--- src/hdl/cpu_pkg.sv ---
package cpu_pkg;

    typedef logic [31:0] word_t;     // data, pc and instruction word
    typedef logic [4:0]  regaddr_t;  // register index

    typedef enum logic [3:0] {
        ALU_ADD,
        ALU_SUB,
        ALU_AND,
        ALU_OR,
        ALU_XOR,
        ALU_SLT,
        ALU_SLTU,
        ALU_SLL,
        ALU_SRL,
        ALU_SRA,
        ALU_PASS2   // lui, result is operand 2
    } alu_mode_t;

    typedef enum logic [1:0] {
        MA_X,       // no access
        MA_LOAD,
        MA_STORE
    } ma_mode_t;

    typedef enum logic [1:0] {
        WB_SRC_NONE,
        WB_SRC_ALU,
        WB_SRC_MEM
    } wb_src_t;

    // major opcodes of the supported subset
    typedef enum logic [6:0] {
        OP_LOAD  = 7'b0000011,
        OP_IMM   = 7'b0010011,
        OP_STORE = 7'b0100011,
        OP_REG   = 7'b0110011,
        OP_LUI   = 7'b0110111
    } opcode_t;

    // bubble values
    localparam word_t    NOP_PC      = 32'hFFFF_FFFF;
    localparam word_t    NOP_IR      = 32'h0000_0013;  // addi x0, x0, 0
    localparam ma_mode_t NOP_MA_MODE = MA_X;
    localparam wb_src_t  NOP_WB_SRC  = WB_SRC_NONE;

    // funct3 codes for alu ops
    localparam logic [2:0] F3_ADD  = 3'b000;  // add, sub, addi
    localparam logic [2:0] F3_SLL  = 3'b001;
    localparam logic [2:0] F3_SLT  = 3'b010;
    localparam logic [2:0] F3_SLTU = 3'b011;
    localparam logic [2:0] F3_XOR  = 3'b100;
    localparam logic [2:0] F3_SR   = 3'b101;  // srl and sra
    localparam logic [2:0] F3_OR   = 3'b110;
    localparam logic [2:0] F3_AND  = 3'b111;

    // funct3 for lw and sw
    localparam logic [2:0] F3_WORD = 3'b010;

    // funct7 codes
    localparam logic [6:0] F7_BASE = 7'b0000000;
    localparam logic [6:0] F7_ALT  = 7'b0100000;  // sub, sra, srai

endpackage

--- src/hdl/regfile.sv ---
`timescale 1ns/1ns

module regfile (
    input  logic              clk_i,
    input  logic              reset_i,
    input  cpu_pkg::regaddr_t rs1_addr_i,
    input  cpu_pkg::regaddr_t rs2_addr_i,
    output cpu_pkg::word_t    rs1_data_o,
    output cpu_pkg::word_t    rs2_data_o,
    input  logic              we_i,
    input  cpu_pkg::regaddr_t wr_addr_i,
    input  cpu_pkg::word_t    wr_data_i
);
    import cpu_pkg::*;

    word_t regs [32];
    logic  wr_en;

    assign wr_en = we_i && wr_addr_i != '0;  // x0 stays zero

    always_ff @(posedge clk_i) begin
        if (reset_i) begin
            for (int i = 0; i < 32; i++) begin
                regs[i] <= '0;
            end
        end else if (wr_en) begin
            regs[wr_addr_i] <= wr_data_i;
        end
    end

    // same-cycle write is visible to decode
    assign rs1_data_o = (wr_en && wr_addr_i == rs1_addr_i) ? wr_data_i : regs[rs1_addr_i];
    assign rs2_data_o = (wr_en && wr_addr_i == rs2_addr_i) ? wr_data_i : regs[rs2_addr_i];

    a_x0_reads_zero: assert property (@(posedge clk_i) disable iff (reset_i)
        (rs1_addr_i == '0 |-> rs1_data_o == '0) and (rs2_addr_i == '0 |-> rs2_data_o == '0));

endmodule

--- config.mk ---
export PLATFORM = sky130hd
export DESIGN_NAME = regfile
export DESIGN_NICKNAME = d
export VERILOG_FILES = /design/src/hdl/cpu_pkg.sv /design/src/hdl/regfile.sv
export SDC_FILE = /design/constraint.sdc
export NUM_CORES = 2
export LEC_CHECK = 0
export BUFFER_PORTS_ARGS = -buffer_cell sky130_fd_sc_hd__buf_4
export CORE_MARGIN = 2
export CORE_UTILIZATION = 62
export DETAILED_ROUTE_END_ITERATION = 6
export PLACE_DENSITY_LB_ADDON = 0.2
export SLEW_MARGIN = 20
export SYNTH_ARGS = -nofsm -noshare
export SYNTH_HDL_FRONTEND = slang
export SYNTH_SLANG_ARGS = --single-unit
--- constraint.sdc ---
create_clock -name clk_i -period 5.2 [get_ports clk_i]
set_input_delay 0 -clock clk_i [delete_from_list [all_inputs] [get_ports clk_i]]
set_output_delay 0 -clock clk_i [all_outputs]
set_load 0.02 [all_outputs]
### After elaboration in Yosys (flattened, before gate mapping)

Memory sizes are Yosys's and may differ from the RTL's.
Cells that the tools add are included.

| word-level totals | value |
|---|---|
| register bits after elaboration | 0 |
| RAM bits | 1,024 |
| input port bits | 50 |
| output and inout bits | 64 |
| word-level logic and storage cells | 18 |
| memories | 1 |

| operators by class | value |
|---|---|
| equality and inequality tests | 2 |
| muxes and demuxes | 10 |
| reduce and logical (&&, ||, !) cells | 5 |

Memory list:

| name | depth | width | rd ports | clocked after memory_dff | write ports | RTL line | source |
|---|---|---|---|---|---|---|---|
| regs | 32 | 32 | 2 | 0 | 32 | regfile.sv:16 | `word_t regs [32];` |

Operator list:

| operator | number |
|---|---|
| $mux W32 | 3 |
| $reduce_or A32 Y1 | 1 |
| $eq A5 B5 Y1 | 2 |
| $mux W1 | 6 |
| $mux W5 | 1 |
| $reduce_bool A5 Y1 | 1 |
| $logic_and A1 B1 Y1 | 3 |

### Logic depth before layout (Yosys ltp)

| logic depth | value |
|---|---|
| word-level depth | 7 |
| gate-level depth with buffers | 8 |
| mapped depth without buffers | 5 |

### Least setup slack after synthesis

No wires, ideal clock.

| timing | value |
|---|---|
| path type | input-to-reg |
| from | input wr_addr_i[2] |
| to | memory regs[12][0] (netlist bit), enable pin |
| setup time | 0.391 ns |
| arrival time | 1.932 ns |
| data required time | 4.809 ns |
| path slack | 2.877 ns |
| stages on the path | 7 |
| path buffers | 2 |
| cell sequence | buf_2 -> or3_1 -> o31ai_2 -> or4_1 -> buf_6 -> nor2_4 -> or2_1 |

RTL lines:

| what | RTL line | source |
|---|---|---|
| from (decl) | regfile.sv:11 | `input cpu_pkg::regaddr_t wr_addr_i,` |
| to (decl) | regfile.sv:16 |  |

==> summary.md <==
| Metric | Value |
|---|---|
| Status | `finished clean` |
| Switch share | `24.5%` |
| Max-slew headroom | `15.8%` |
| Sequential share of power | `49.3%` |
| Vias in the first global route | `35,200` |
| Max cap viols | `0` |
| GRT Resource Usage Total | `a little under two fifths` |
| Slowest Stage Delay on Critical Path | `1050 ps` |
| Seq cells post-synth | `about 1,000` |
| P_int | `0.0150 W` |
| Layout cell share with drive strength beyond 1 | `23.7%` |
| Worst Hold Class | `input port to flop` |
| Largest net degree at the start of global routing | `114` |
| Core Area | `86,900 µm²` |
| Final GP Congestion | `0.913` |
| Setup TNS | `0 ps` |
| Antenna violations before repair | `7` |
| CP cell instances | `dlygate4sd3_1 > buf_4 > nor2b_1 > nand3_1 > nor2_4 > or2_2` |
| Fmax | `272 MHz` |
| GR Util met2 | `56.7%` |
| Vias per std cell | `around 7.5` |
| Leading registers by flop count | `regs x1024` |
| Syn avg cell area | `15.6 µm²` |
| Distinct cells, synth | `43` |
| Router iterations before antenna repair | `6` |
| LEAKAGE | `20.3 nW` |
| FILL cells | `roughly 5,600` |
| Placed wire-length estimate | `between 90,000 and 100,000 µm` |
| Total gr overflow | `0` |
| P_sw | `0.00488 W` |
| CTS Buf Count | `between 100 and 150` |
| Crit path max fanout | `36` |
| Initial Util | `62.7%` |
| Buffers and inverters on the worst path | `2` |
| Stages on worst setup path | `6` |
| Clock share of power | `39.2%` |
| Crit-path leading delay family | `simple AND/OR/NAND/NOR gates` |
| Post-Synthesis Cells | `3,494` |
| P per Cell Area | `between 300 and 400 nW/µm²` |
| Wirelength, routed | `between 150,000 and 200,000 µm` |
| Most flops, register | `regs` |
| Main flop type after synthesis | `edfxtp_1` |
| Die W | `approximately 300 µm` |
| GRT busiest layer | `met2` |
| Worst path required time | `5490 ps` |
| Die height | `between 300 and 400 µm` |
| Critical Path Start Type | `input port` |
| Critical path startpoint | `reset_i` |
| Row count | `108` |
| First-pass GRT wire length | `243,000 µm` |
| Worst-margin pin slew | `1260 ps` |
| CTS root buffer | `clkbuf_16` |
| Clock period minus worst slack | `3680 ps` |
| Worst vdd ir | `0.261 mV` |
| Register area | `30,700 µm²` |
| Crit Path Category | `input port to flop` |
| Setup violators final | `0` |
| Crit path capture type | `flop` |
| Die area | `90,200 µm²` |
| Pins Over Slew Limit | `0` |
| Num ports | `114` |
| Combinational power share | `11.5%` |
| Met1 GRT Util | `52.9%` |
| # nets final | `about 3,500` |
| CP Capture Point | `regs[27][3]` |
| Clock sinks | `1,024` |
| Iter 0 DRT Violations | `6,095` |
| Multi-input logic area | `21,800 µm²` |
| Postcts setup bufs | `0` |
| Grt met3 use | `a little over a tenth` |
| Final Cycle Share | `70.7%` |
| Max reg flops | `around 1,000` |
| Htree depth | `3` |
| DRT antenna net count | `0` |
| Final hold slack | `373 ps` |
| Routed via count | `35,400` |
| TritonCTS clock tree | `yes` |
| Ys Warns | `0` |
| Layout overhead on the synthesized area | `9.19%` |
| RSZ-0062 raised after global routing | `false` |
| I/O Buffers | `113` |
| Share of synthesized flip-flops with an asynchronous set or reset | `0%` |
| Worst-path clk slew | `60 ps` |
| Final Hold Fails | `0` |
| EDFF count, synth | `approximately 1,000` |
| Max Root-Sink Buffers | `3` |
| # DRC | `0` |
| Arrival time at the worst endpoint | `3970 ps` |
| Mapped cell area | `~54,000 µm²` |
| Seq/Total Area, Yosys | `around 56%` |
| CP max stage cell | `nor2_4` |
| Wire length per cell | `36.1 µm` |
## routing by layer
layer / up-vias / part of all wire, %
met1: 17900 / 34
met3: 527 / 15
met4: 4 / 5.2
li1: 13600 / -
met5: - / 0.018
met2: 3293 / 46
## cells in the mapped netlist (all sizes together), types with 2 or more instances
cell,instances,area (µm²)
or2,31,194
nor2b,5,31.3
nor4,4,25.0
nor2,38,175
nand3,9,45.0
buf,166,1410
clkbuf,221,831
mux4,508,11800
o2111a,2,22.5
nand2,69,259
o22ai,248,1550
or4,63,473
edfxtp,1024,30700
mux2i,11,110
xnor2,6,52.6
o21ai,62,310
xor2,4,35.0
and2,992,6210
or3b,4,35.0
nand3b,12,90.1
or3,3,18.8
## how the worst min path moves through the flow
| stage | from | to | slack, ps | cells after the start |
|---|---|---|---|---|
| after CTS | wr_data_i[25] | regs[23][25] | 340 | 3 |
| after detailed placement | wr_data_i[25] | rs1_data_o[25] | 490 | 4 |
| final | wr_data_i[25] | regs[23][25] | 370 | 3 |
| after global placement | wr_data_i[24] | rs1_data_o[24] | 490 | 4 |
| after floorplan | wr_data_i[30] | rs1_data_o[30] | 190 | 2 |
| after global routing | wr_data_i[21] | regs[6][21] | 400 | 3 |
## final cells by class
type | instances | area share, %
sequential | 1024 | 51.7
multi-input combinational | 2114 | 36.7
clock buffer | 130 | 4.72
timing repair buffer | 227 | 3.28
tap | 1155 | 2.43
clock inverter | 66 | 1.16
antenna | 1 | 0.00421
## cells by family after synthesis
group	Yosys count	synth area share [%]
simple gates	1236	13.9
buf+inv	387	4.11
flops	1024	56.5
xor+xnor	10	0.161
other cells	1	0.00689
compound gates	317	3.53
mux	519	21.8
## cells in the final DEF (no fill, tap or decap), types with 3 or more instances in the layout
master,instances
bufinv_16,13
nand3_1,7
clkinv_2,16
nand3b_1,12
mux4_1,83
mux2i_1,11
clkinvlp_4,6
dlygate4sd3_1,33
o21ai_1,62
nor2_4,31
buf_12,10
mux4_2,425
inv_6,3
o22ai_1,248
buf_4,179
nor2b_1,5
clkbuf_16,109
or4_1,63
nand2_1,68
xor2_1,4
xnor2_1,6
buf_8,5
edfxtp_1,1024
or2_2,30
clkbuf_1,21
nor2_1,7
and2_1,992
clkinv_8,3
clkinv_1,24
conb_1,32
## what timing repair did
item                       CTS  global route
hold buffers                33             0
hold endpoints to repair  1008             0
gates resized for setup      0             0
## power groups by stage
stage / clock network (W) / logic, W / registers (W)
after floorplan: 0 / 0.00154 / 0.00983
after global placement: 0 / 0.00219 / 0.00989
after detailed placement: 0 / 0.00223 / 0.00996
after CTS: 0.00777 / 0.00226 / 0.00979
after global routing: 0.00807 / 0.00237 / 0.00984
final: 0.00779 / 0.00229 / 0.00981
## metrics by stage
step	worst slack [ps]	util (%)	power, W	cell area, µm²	cells
after floorplan	2880	-	0.0114	54600	3525
after global placement	1460	64.0	0.0121	55600	4486
after detailed placement	1560	64.0	0.0122	55600	4486
after CTS	1690	68.4	0.0198	59400	4715
after global routing	1490	68.4	0.0203	59500	4716
final	1520	68.4	0.0199	59500	4717
Power figures use the tool's default switching activity.
