### src/hdl/cpu_pkg.sv
package cpu_pkg;

    typedef logic [31:0] word_t;     // data, pc and instruction word
    typedef logic [4:0]  regaddr_t;  // register index

    typedef enum logic [3:0] {
        ALU_ADD,
        ALU_SUB,
        ALU_AND,
        ALU_OR,
        ALU_XOR,
        ALU_SLT,
        ALU_SLTU,
        ALU_SLL,
        ALU_SRL,
        ALU_SRA,
        ALU_PASS2   // lui, result is operand 2
    } alu_mode_t;

    typedef enum logic [1:0] {
        MA_X,       // no access
        MA_LOAD,
        MA_STORE
    } ma_mode_t;

    typedef enum logic [1:0] {
        WB_SRC_NONE,
        WB_SRC_ALU,
        WB_SRC_MEM
    } wb_src_t;

    // major opcodes of the supported subset
    typedef enum logic [6:0] {
        OP_LOAD  = 7'b0000011,
        OP_IMM   = 7'b0010011,
        OP_STORE = 7'b0100011,
        OP_REG   = 7'b0110011,
        OP_LUI   = 7'b0110111
    } opcode_t;

    // bubble values
    localparam word_t    NOP_PC      = 32'hFFFF_FFFF;
    localparam word_t    NOP_IR      = 32'h0000_0013;  // addi x0, x0, 0
    localparam ma_mode_t NOP_MA_MODE = MA_X;
    localparam wb_src_t  NOP_WB_SRC  = WB_SRC_NONE;

    // funct3 codes for alu ops
    localparam logic [2:0] F3_ADD  = 3'b000;  // add, sub, addi
    localparam logic [2:0] F3_SLL  = 3'b001;
    localparam logic [2:0] F3_SLT  = 3'b010;
    localparam logic [2:0] F3_SLTU = 3'b011;
    localparam logic [2:0] F3_XOR  = 3'b100;
    localparam logic [2:0] F3_SR   = 3'b101;  // srl and sra
    localparam logic [2:0] F3_OR   = 3'b110;
    localparam logic [2:0] F3_AND  = 3'b111;

    // funct3 for lw and sw
    localparam logic [2:0] F3_WORD = 3'b010;

    // funct7 codes
    localparam logic [6:0] F7_BASE = 7'b0000000;
    localparam logic [6:0] F7_ALT  = 7'b0100000;  // sub, sra, srai

endpackage

### src/hdl/stage_decode.sv
`timescale 1ns/1ns

module stage_decode (
    input  logic               clk_i,
    input  logic               reset_i,
    input  cpu_pkg::word_t     pc_i,
    input  cpu_pkg::word_t     ir_i,
    input  cpu_pkg::word_t     rs1_data_i,
    input  cpu_pkg::word_t     rs2_data_i,
    output cpu_pkg::regaddr_t  rs1_addr_o,
    output cpu_pkg::regaddr_t  rs2_addr_o,
    output cpu_pkg::word_t     pc_o,
    output cpu_pkg::word_t     ir_o,
    output cpu_pkg::word_t     alu_op1_o,
    output cpu_pkg::word_t     alu_op2_o,
    output cpu_pkg::alu_mode_t alu_mode_o,
    output cpu_pkg::ma_mode_t  ma_mode_o,
    output cpu_pkg::word_t     ma_data_o,
    output cpu_pkg::wb_src_t   wb_src_o,
    output cpu_pkg::regaddr_t  wb_addr_o,
    output logic               wb_valid_o,
    output logic               illegal_o,
    output logic               empty_o
);
    import cpu_pkg::*;

    logic [2:0] funct3;
    logic       f7_base;
    logic       f7_alt;
    regaddr_t   rd;
    word_t      imm_i;
    word_t      imm_s;
    word_t      imm_u;
    word_t      op2;
    alu_mode_t  alu_mode;
    ma_mode_t   ma_mode;
    wb_src_t    wb_src;
    logic       legal;
    logic       bubble;

    function automatic alu_mode_t alu_sel(input logic [2:0] f3, input logic alt);
        case (f3)
            F3_ADD:  return alt ? ALU_SUB : ALU_ADD;
            F3_SLL:  return ALU_SLL;
            F3_SLT:  return ALU_SLT;
            F3_SLTU: return ALU_SLTU;
            F3_XOR:  return ALU_XOR;
            F3_SR:   return alt ? ALU_SRA : ALU_SRL;
            F3_OR:   return ALU_OR;
            default: return ALU_AND;
        endcase
    endfunction

    assign funct3     = ir_i[14:12];
    assign f7_base    = ir_i[31:25] == F7_BASE;
    assign f7_alt     = ir_i[31:25] == F7_ALT;
    assign rd         = ir_i[11:7];
    assign rs1_addr_o = ir_i[19:15];
    assign rs2_addr_o = ir_i[24:20];
    assign imm_i      = {{20{ir_i[31]}}, ir_i[31:20]};
    assign imm_s      = {{20{ir_i[31]}}, ir_i[31:25], ir_i[11:7]};
    assign imm_u      = {ir_i[31:12], 12'b0};
    assign bubble     = pc_i == NOP_PC;

    always_comb begin
        alu_mode = ALU_ADD;
        ma_mode  = NOP_MA_MODE;
        wb_src   = NOP_WB_SRC;
        op2      = imm_i;
        legal    = 1'b1;
        case (ir_i[6:0])
            OP_REG: begin
                op2      = rs2_data_i;
                wb_src   = WB_SRC_ALU;
                alu_mode = alu_sel(funct3, ir_i[30]);
                legal    = f7_base || (f7_alt && (funct3 == F3_ADD || funct3 == F3_SR));
            end
            OP_IMM: begin
                wb_src   = WB_SRC_ALU;
                alu_mode = alu_sel(funct3, funct3 == F3_SR && f7_alt);  // addi has no sub form
                if (funct3 == F3_SLL) legal = f7_base;
                else if (funct3 == F3_SR) legal = f7_base || f7_alt;
            end
            OP_LUI: begin
                op2      = imm_u;
                wb_src   = WB_SRC_ALU;
                alu_mode = ALU_PASS2;
            end
            OP_LOAD: begin
                ma_mode = MA_LOAD;
                wb_src  = WB_SRC_MEM;
                legal   = funct3 == F3_WORD;
            end
            OP_STORE: begin
                op2     = imm_s;
                ma_mode = MA_STORE;
                legal   = funct3 == F3_WORD;
            end
            default: legal = 1'b0;
        endcase
    end

    always_ff @(posedge clk_i) begin
        if (reset_i || bubble || !legal) begin  // bad words leave as bubbles
            pc_o       <= NOP_PC;
            ir_o       <= NOP_IR;
            alu_mode_o <= ALU_ADD;
            ma_mode_o  <= NOP_MA_MODE;
            wb_src_o   <= NOP_WB_SRC;
            wb_valid_o <= 1'b0;
        end else begin
            pc_o       <= pc_i;
            ir_o       <= ir_i;
            alu_mode_o <= alu_mode;
            ma_mode_o  <= ma_mode;
            wb_src_o   <= wb_src;
            wb_valid_o <= wb_src != WB_SRC_NONE && rd != '0;
        end
        illegal_o <= !reset_i && !bubble && !legal;
    end

    always_ff @(posedge clk_i) begin
        alu_op1_o <= rs1_data_i;
        alu_op2_o <= op2;
        ma_data_o <= rs2_data_i;  // store data
        wb_addr_o <= rd;
    end

    assign empty_o = pc_o == NOP_PC;

    a_illegal_is_bubble: assert property (@(posedge clk_i) disable iff (reset_i)
        illegal_o |-> pc_o == NOP_PC && !wb_valid_o && ma_mode_o == MA_X);

endmodule

### config.mk
export PLATFORM = sky130hd
export DESIGN_NAME = stage_decode
export DESIGN_NICKNAME = d
export VERILOG_FILES = /design/src/hdl/cpu_pkg.sv /design/src/hdl/stage_decode.sv
export SDC_FILE = /design/constraint.sdc
export NUM_CORES = 1
export LEC_CHECK = 0
export ABC_AREA = 1
export BUFFER_PORTS_ARGS = -buffer_cell sky130_fd_sc_hd__buf_2
export CORE_AREA = 2 2 123 125
export DETAILED_ROUTE_END_ITERATION = 12
export DIE_AREA = 0 0 125 127
export PLACE_DENSITY = 0.72
export SYNTH_ARGS = -nofsm -noshare
export SYNTH_HDL_FRONTEND = slang
export SYNTH_SLANG_ARGS = --single-unit
### constraint.sdc
create_clock -name clk_i -period 1.65 [get_ports clk_i]
set_clock_uncertainty 0.05 [all_clocks]
set_input_delay 0.0825 -clock clk_i [delete_from_list [all_inputs] [get_ports clk_i]]
set_output_delay 0.0825 -clock clk_i [all_outputs]
set_load 0.1 [all_outputs]
# Yosys cells after proc, flatten, opt, wreduce, memory -nomap -nowiden
# Cells that the tools add are included.
[word_totals]
ff_bits = 175
latch_bits = 0
mem_bits_rw = 0
romBits = 0
elab_cells = 57
n_memories = 0
[op_classes]
n_addsub = 0
multipliers = 0
n_div = 0
order_cmp = 0
eq_ne = 14
shift = 0
muxes = 13
bitwise = 0
n_reduce_logical = 19
[ops]
columns = ["operator", "n"]
rows = [
  ["32-bit one-hot mux with 3 select lines", 1],
  ["32-bit == test (second input constant)", 2],
  ["4-bit one-hot mux with 7 select lines", 2],
  ["7-bit by 6-bit == test with 1-bit output (second input constant)", 4],
  ["4-bit one-hot mux with 3 select lines", 1],
  ["3-bit == test (second input constant)", 3],
  ["2-bit one-hot mux with 2 select lines", 2],
  ["7-bit by 2-bit == test with 1-bit output (second input constant)", 1],
  ["7-bit by 5-bit == test with 1-bit output (second input constant)", 1],
  ["7-bit logical NOT", 1],
  ["3-bit by 2-bit == test with 1-bit output (second input constant)", 2],
  ["1-bit 2-to-1 mux", 6],
  ["1-bit logical AND", 5],
  ["1-bit logical OR", 5],
  ["5-bit nonzero test", 1],
  ["1-bit one-hot mux with 4 select lines", 1],
  ["3-bit by 1-bit == test with 1-bit output (second input constant)", 1],
  ["1-bit logical NOT", 3],
  ["3-bit logical NOT", 1],
  ["3-bit OR reduction", 1],
  ["2-bit nonzero test", 1],
  ["2-bit OR reduction", 1],
]

# Longest topological paths before layout
# Gate-level depths: netlist of the first run.
[depth]
word_depth = 7
ltp_mapped = 11

# Worst setup path after synthesis of the first run
# Ideal clock, no wire load.
[synth_path]
kind = "register to output"
from = "register pc_o[7]"
to = "output port empty_o"
arrival_ps = 2147
slack_ps = -630
path_stages_with_launch = 4
path_buffers = 0
cell_sequence = "dfxtp_1 > nand4_1 > nor4_1 > and2_1"
[synth_via]
elab_chain_cells = 1
[synth_rtl]
columns = ["element", "line_no", "source"]
rows = [
  ["start: declaration", "stage_decode.sv:12", "output cpu_pkg::word_t pc_o,"],
  ["start signal: assignment", "stage_decode.sv:112", "pc_o <= pc_i;"],
  ["32-bit == test", "stage_decode.sv:129", "assign empty_o = pc_o == NOP_PC;"],
  ["end: declaration", "stage_decode.sv:23", "output logic empty_o"],
]
# Every way passes these cells.

# Worst setup path in the final report of the first run
[layout_path]
from = "register pc_o[8]"
to = "output port empty_o"
# Same word-level chain as after synthesis.

==> results of run 1 <==
==> metal layers <==
metal / global-route usage [%] / wire length (um) / share of wire [%]
met2: 38.0 / 9040 / 53
met4: 9.80 / 576 / 3.4
met1: 22.9 / 6560 / 38
met3: 5.28 / 908 / 5.3
met5: 0 / 0 / 0
==> layout make-up <==
class,count,area [sq um]
clock buffer,17,425
tap,184,230
clock inverter,15,170
fill,1163,5730
inverter,70,275
multi-input combinational,240,1130
sequential,175,3540
timing repair buffer,448,2930
==> per-stage QoR <==
stage	hold slack, ps	instances	util [%]	setup TNS, ps	worst slack (ps)
finish	34.6	1149	60.3	-49.2	-49.2
global route	43.0	1149	60.3	-142	-142
CTS	19.1	1149	60.1	-162	-85.0
detailed placement	136	992	47.2	0	34.8
global placement	135	992	47.2	0	89.6
floorplan	60.2	508	-	0	85.5
==> state kept, by name, summed over array words and instances, names as in the netlist, 2 cells and up <==
name,flops
wb_addr_o,5
ir_o,32
ma_data_o,32
alu_op2_o,32
alu_op1_o,32
alu_mode_o,4
pc_o,32
wb_src_o,2
ma_mode_o,2
==> layout by cell type (no fill, tap or decap), types with 4 or more instances in the layout <==
cell type	count
buf_2	314
dfxtp_1	143
dlygate4sd3_1	125
nand2_1	105
inv_1	67
nor2_1	58
dfxtp_2	32
o211ai_1	20
clkbuf_16	17
o21ai_0	13
nand4_1	10
nand3_1	7
o21bai_1	5
buf_4	5
inv_6	4
conb_1	4
==> timing repair <==
| action | 4_1_cts | 5_1_grt |
|---|---|---|
| endpoints found under the hold margin | 166 | 0 |
| cloned | 0 | 0 |
| pin swaps | 1 | 1 |
| setup endpoints to repair | 1 | 63 |
| gates resized for setup | 1 | 8 |
| hold buffers | 125 | 0 |
==> power by group <==
part	total [mW]	switching, mW	internal [mW]
combinational	2.01	1.54	0.477
clock	3.95	1.79	2.16
sequential	4.41	0.0367	4.37
==> path summary, 6_finish.rpt <==
check / slack, ps / depth (start not counted) / endpoint
min: 30 / 4 / ir_o[30]$_SDFF_PP0_
max: -50 / 4 / empty_o
==> kinds of logic (layout without fill, tap and decap cells) <==
kind of cell | Yosys count | in the layout | share of synthesized area, %
AOI/OAI and AO/OA | 43 | 43 | 5.56
buffers and inverters | 93 | 550 | 8.69
and+or+nand+nor | 193 | 193 | 16.1
DFF | 175 | 175 | 69.5
other | 2 | 4 | 0.149
==> worst max-delay path, stage by stage, from the launching register on <==
cell and delay, ps:
dfxtp_2 330, nand4_1 110, nor4_2 340, and2_4 210
buf_12 160
==> results.yml, run 1 <==
sta:
  fmax_mhz: 589
  worst_pin_slew_ps: 521
  setup_violations: 1
  relSlewSlack_pct: 65.5
  hold_viol: 0
  final_max_slew_viol_count: 0
  finalCritPeriodShare_pct: 103
  fin_crit_ps: 1700
  rsz0062_at_grt: "yes"
  setup_ws_ps: -49.2
floorplanning:
  die_area_sq_um: 15900
  row_count: 44
  start_util_pct: 34.9
  die_h_um: 127
  core_area_sq_um: 14400
  ios: 316
  die_w_um: 125
drt:
  firstDrtPassIters: 5
  vias: 4999
  ant_nets: 0
  detail_route.iter0.violations: 237
  postRouteWirelength_mm: 17.1
  drc: 0
  via_per_inst: 4.35
  wire_per_inst_um: 14.9
min_path:
  hp-class: "in2reg"
  min_from: "ir_i[30]"
synth:
  netlist_instances: 506
  synth_area_leader_cell: "dfxtp_1"
  synthTopCellsByArea: "dfxtp_1 70%, nand2_1 7.8%, inv_1 5.0%, nor2_1 4.3%, o211ai_1 3.0%"
  yosys.area.top_type_share_pct: 69.5
  syn_area_sq_um: 5040
  async_flop_share_pct: 0
  syn_avg_cell_area_sq_um: 9.96
  yosys_register_bits: 175
  ys_types: 29
  synth_edf_count: 0
  synth_common_cells: "175 x dfxtp_1, 105 x nand2_1, 67 x inv_1, 58 x nor2_1, 20 x o211ai_1"
  ys_seq_area_share_pct: 69.5
  ys.flop_type: "dfxtp_1"
  ys_warn_count: 0
  yosysMostFrequentCell: "dfxtp_1"
clocking:
  cts_root_buf: "clkbuf_16"
  cts_tree: "built"
  post_cts_buffers: 0
  cts_sinks: 175
  cts_made_buffers: 17
  cts_buffer_depth: 2
  h-tree-depth: 4
  cts.clk_slew.worst_paths_ps: 70
global_route:
  overflow: 0
  antenna_found_initial: 0
  grtUsageTotal_pct: 20.9
  grt_pass1_wl_mm: 25.9
  grt_pass1_vias: 5128
  grt_max_degree: 34
setup_path:
  critPathCaptureType: "output pin"
  cp-start-kind: "flop"
  setup.worst_path.class: "reg2out"
  crit_start: "pc_o[8]$_SDFF_PP1_"
  cp_max_fo: 2
  arrival_ps: 1570
  required_ps: 1520
pwr:
  total_power_mw: 10.4
  ir_drop_mv: 0.698
  leakage_nw: 4.31
  powerDensity_nw_per_um2: 1190
layout:
  drive_above_1_share_pct: 41.2
  syn_to_final_growth_pct: 72.6
  fin_area_sq_um: 8700
  nets: 1082
  antenna_cells: 0
run_status:
  outcome: "finished, violations left"
  violations: "negative setup slack"
job:
  cap_violations: 0
place:
  hpwl_mm: 11.4
  io_buffers: 315
  place_area_sq_um: 6810
  place_congestion: 0.836
Note: power is estimated with default switching activity, not from simulation.
==> inputs of run 2 (changes only) <==
--- a/config.mk
+++ b/config.mk
@@ -7,10 +7,14 @@
 export LEC_CHECK = 0
 export ABC_AREA = 1
 export BUFFER_PORTS_ARGS = -buffer_cell sky130_fd_sc_hd__buf_2
-export CORE_AREA = 2 2 123 125
+export CELL_PAD_IN_SITES_DETAIL_PLACEMENT = 0
+export CELL_PAD_IN_SITES_GLOBAL_PLACEMENT = 1
+export CORE_ASPECT_RATIO = 1.2
+export CORE_MARGIN = 1.5
+export CORE_UTILIZATION = 30
 export DETAILED_ROUTE_END_ITERATION = 12
-export DIE_AREA = 0 0 125 127
-export PLACE_DENSITY = 0.72
+export HOLD_SLACK_MARGIN = 0.15
+export PLACE_DENSITY = 0.84
 export SYNTH_ARGS = -nofsm -noshare
 export SYNTH_HDL_FRONTEND = slang
 export SYNTH_SLANG_ARGS = --single-unit
==> results.yml, run 2 (synthesis results as in run 1) <==
layout:
  mostFrequentLayoutCell: "buf_2"
  mostFrequentLayoutCells: "314 x buf_2, 143 x dfxtp_1, 128 x dlygate4sd3_1, 105 x nand2_1, 67 x inv_1"
  layout.cells.non_filler: 1186
  drive_above_1_share_pct: 41.7
  nets: 1092
  syn_to_final_growth_pct: 75.5
  antenna_cells: 0
  fin_area_sq_um: 8840
  fillCellCount: 1433
sta:
  finalCritPeriodShare_pct: 106
  final_max_slew_viol_count: 0
  setup_ws_ps: -100
  fmax_mhz: 571
  setup_violations: 1
  relSlewSlack_pct: 65.6
  fin_crit_ps: 1750
  rsz0062_at_grt: "yes"
  hold_viol: 0
  setup_tns_ps: -100
  worst_pin_slew_ps: 520
setup_path:
  critPathCaptureType: "output pin"
  cp_cell_sequence: "nand4_1 -> nor4_4 -> and2_4 -> buf_12"
  crit_start: "pc_o[11]$_SDFF_PP1_"
  required_ps: 1520
  cp-start-kind: "flop"
  setup.worst_path.class: "reg2out"
  slowest_stage: "nor4_4"
  critPathCapture: "empty_o"
  cp_max_fo: 2
  max_stage_delay_ps: 340
  arrival_ps: 1620
place:
  place_congestion: 0.762
  place_area_sq_um: 6890
  hpwl_mm: 11.7
  pre_cts_ws_ps: 27.3
  io_buffers: 315
  dp_cells: 1024
global_route:
  overflow: 0
  grtUsageTotal_pct: 18.5
  grt_pass1_vias: 5102
  antenna_found_initial: 0
  grt_pass1_wl_mm: 24.9
  grt_max_degree: 34
drt:
  m1WireLength_mm: 6.12
  met2_wirelength_mm: 9.10
  postRouteWirelength_mm: 16.8
  ant_nets: 0
  drc: 0
  detail_route.iter0.violations: 196
  firstDrtPassIters: 4
  wl_met3_mm: 1.19
  via_per_inst: 4.18
  routed.top_layer: "met4"
  wire_per_inst_um: 14.2
  vias: 4959
floorplanning:
  die_w_um: 121
  die_h_um: 145
  die_area_sq_um: 17600
  row_count: 51
  core_area_sq_um: 16300
  start_util_pct: 30.8
  ios: 316
pwr:
  powerDensity_nw_per_um2: 1160
  leakage_nw: 4.36
  ir_drop_mv: 0.645
  total_power_mw: 10.3
run_status:
  violations: "negative setup slack"
  outcome: "finished, violations left"
clocking:
  cts.clk_slew.worst_paths_ps: 70
  cts_tree: "built"
  cts_sinks: 175
  cts_root_buf: "clkbuf_16"
  cts_buffer_depth: 2
  cts_made_buffers: 17
  h-tree-depth: 4
min_path:
  hp-class: "in2reg"
  min_from: "ir_i[0]"
job:
  cap_violations: 0
[run 2: cell count changes in the layout (fill, tap and decap cells not counted), moves of 2 or more]
cell / before / now
buf_12: 2 / 4
buf_4: 5 / 10
clkinv_4: 3 / 5
dlygate4sd3_1: 125 / 128
inv_6: 4 / 1
inv_8: 3 / 6
[run 2: metal layers]
layer	vias up	GRT usage, %
met5	-	0
met4	0	8.00
met3	28	5.58
met2	211	36.5
met1	2255	16.8
li1	2465	-
[run 2: worst min-delay path by stage]
stage	end	slack, ps	depth (start not counted)
global placement	alu_op1_o[10]$_DFF_P_	130	1
detailed placement	alu_op1_o[14]$_DFF_P_	140	1
CTS	alu_mode_o[1]$_SDFF_PP0_	80	6
finish	alu_mode_o[1]$_SDFF_PP0_	180	7
global route	alu_op1_o[26]$_DFF_P_	210	2
floorplan	alu_op1_o[0]$_DFF_P_	60	0
[run 2: layout make-up]
| cell class | count | area [sq um] | share of cell area, % |
|---|---|---|---|
| tap | 212 | 265 | 3.00 |
| clock buffer | 17 | 425 | 4.81 |
| multi-input combinational | 240 | 1140 | 12.9 |
| inverter | 70 | 275 | 3.11 |
| sequential | 175 | 3540 | 40.1 |
| clock inverter | 14 | 144 | 1.63 |
| timing repair buffer | 458 | 3040 | 34.4 |
[run 2: through the flow]
stage	hold WS [ps]	util [%]
floorplan	60.2	-
global placement	135	42.2
detailed placement	136	42.2
CTS	77.3	53.5
global route	214	54.1
finish	178	54.1
[run 2: where the power goes]
part | leakage, nW | internal (mW) | total, mW | switching (mW)
registers | 1.44 | 4.37 | 4.41 | 0.0363
logic | 2.65 | 0.492 | 2.02 | 1.53
clock network | 0.278 | 2.01 | 3.85 | 1.84
[run 2: what timing repair did]
action	CTS	global route
hold buffers	127	2
pin swaps	2	3
resized for setup	2	11
setup buffers	0	2
endpoints found under the hold margin	171	3
setup endpoints to repair	1	80
cloned	0	1
[run 2: worst max-delay path, delay by kind of cell, from the launching register on]
kind / cells / cell delay, ps
buffers and inverters: 1 / 170
flip-flops: 1 / 330
AND/OR/NAND/NOR: 3 / 690
==> inputs of run 3 (changes only) <==
--- a/config.mk
+++ b/config.mk
@@ -15,6 +15,7 @@
 export DETAILED_ROUTE_END_ITERATION = 12
 export HOLD_SLACK_MARGIN = 0.15
 export PLACE_DENSITY = 0.84
+export SLEW_MARGIN = 20
 export SYNTH_ARGS = -nofsm -noshare
 export SYNTH_HDL_FRONTEND = slang
 export SYNTH_SLANG_ARGS = --single-unit
==> constraint.sdc (replaced) <==
create_clock -name clk_i -period 2.2 [get_ports clk_i]
set_clock_uncertainty 0.05 [all_clocks]
set_input_delay 0.11 -clock clk_i [delete_from_list [all_inputs] [get_ports clk_i]]
set_output_delay 0.11 -clock clk_i [all_outputs]
set_load 0.1 [all_outputs]
==> results.yml, run 3 (synthesis results as in run 1) <==
layout:
  utilization_pct: 55.2
  fillCellCount: 1438
  mostFrequentLayoutCells: "315 x buf_2, 175 x dfxtp_1, 161 x dlygate4sd3_1, 104 x nand2_1, 65 x inv_1"
  syn_to_final_growth_pct: 78.9
  fin_area_sq_um: 9010
  regArea_sq_um: 3500
  drive_above_1_share_pct: 36.9
  nets: 1117
  multi_input_area_sq_um: 1130
  mostFrequentLayoutCell: "buf_2"
pwr:
  powerDensity_nw_per_um2: 855
  power_frac_comb_pct: 19.6
  power_frac_seq_pct: 42.9
  ir_drop_mv: 0.489
  p_sw_share_pct: 33.2
  intPower_mw: 5.14
  pwr-share-clk_pct: 37.4
  leakage_nw: 4.35
  p_sw_mw: 2.56
drt:
  wire_per_inst_um: 15.2
  detail_route.iter0.violations: 184
  vias: 5138
  drc: 0
  firstDrtPassIters: 4
  postRouteWirelength_mm: 18.5
  via_per_inst: 4.23
  ant_nets: 0
clocking:
  cts_sinks: 175
  cts_buffer_depth: 2
  h-tree-depth: 4
  cts.clk_slew.worst_paths_ps: 70
  cts_root_buf: "clkbuf_16"
  cts_made_buffers: 17
  cts_tree: "built"
global_route:
  antenna_found_initial: 6
  grt_max_degree: 34
  overflow: 0
  grt_pass1_vias: 5475
  grt_pass1_wl_mm: 27.9
  grtUsageTotal_pct: 21.1
sta:
  setup_violations: 0
  fmax_mhz: 477
  final_max_slew_viol_count: 0
  rsz0062_at_grt: "no"
  worst_pin_slew_ps: 563
  relSlewSlack_pct: 62.7
  setup_tns_ps: 0
  fin_crit_ps: 2100
  finalCritPeriodShare_pct: 95.4
  hold_viol: 0
setup_path:
  crit_start: "pc_o[4]$_SDFF_PP1_"
  required_ps: 2040
  arrival_ps: 1940
  setup.worst_path.class: "reg2out"
  max_stage_delay_ps: 430
  slowest_stage: "nor4_1"
  cp_max_fo: 2
  cp-start-kind: "flop"
  critPathCaptureType: "output pin"
  cp_cell_sequence: "nand4_1 -> nor4_1 -> and2_2 -> buf_2"
floorplanning:
  ios: 316
  die_w_um: 121
  row_count: 51
  core_area_sq_um: 16300
  die_area_sq_um: 17600
  start_util_pct: 30.8
  die_h_um: 145
place:
  io_buffers: 315
  place_area_sq_um: 6760
  hpwl_mm: 13.0
  place_congestion: 0.818
run_status:
  outcome: "complete, no violations"
min_path:
  holdPathStages: 6
  min_from: "ir_i[14]"
  hp-class: "in2reg"
job:
  cap_violations: 0
## run 3: area by class of cell
cell class | instances | area share, %
Sequential cell | 175 | 38.9
Timing Repair Buffer | 483 | 36.1
Multi-Input combinational cell | 240 | 12.5
Clock buffer | 17 | 4.72
Inverter | 70 | 3.10
Tap cell | 212 | 2.94
Clock inverter | 14 | 1.64
Antenna cell | 4 | 0.111
## run 3: what timing repair did
item,4_1_cts,5_1_grt
setup endpoints to repair,0,31
setup buffers,0,3
hold endpoints to repair,171,1
hold buffers,161,1
gates resized for setup,0,11
## run 3: worst max-delay path: cells and delay by family (launching register included)
family / cells / cell delay, ps
buffers and inverters: 1 / 420
flip-flops: 1 / 340
AND/OR/NAND/NOR: 3 / 760
## run 3: worst paths after layout
kind                 to  slack (ps)
min   illegal_o$_DFF_P_         170
max             empty_o         100
## run 3: power by group through the flow
stage          clock [mW]  combinational [mW]  sequential [mW]
6_report             2.88                1.51             3.31
5_1_grt              3.08                1.57             3.32
4_1_cts              2.95                1.50             3.31
3_5_place_dp            0                1.31             3.38
3_3_place_gp            0                1.31             3.38
2_1_floorplan           0               0.195             4.20
## run 3: per-stage QoR
step | std cells | setup WS, ps | hold slack [ps] | total power, mW
after floorplan | 508 | 177 | 87.7 | 4.40
after global placement | 1016 | 532 | 163 | 4.69
after detailed placement | 1016 | 527 | 164 | 4.69
after CTS | 1208 | 1.04 | 151 | 7.76
after global routing | 1213 | 14.5 | 194 | 7.97
final | 1215 | 101 | 169 | 7.70
## run 3: per-layer routing
layer	vias up	share of wire [%]	track usage, %
li1	2523	-	-
met1	2341	36	19.8
met2	234	52	40.3
met3	36	8.9	7.98
met4	4	2.6	8.18
met5	-	0.15	0
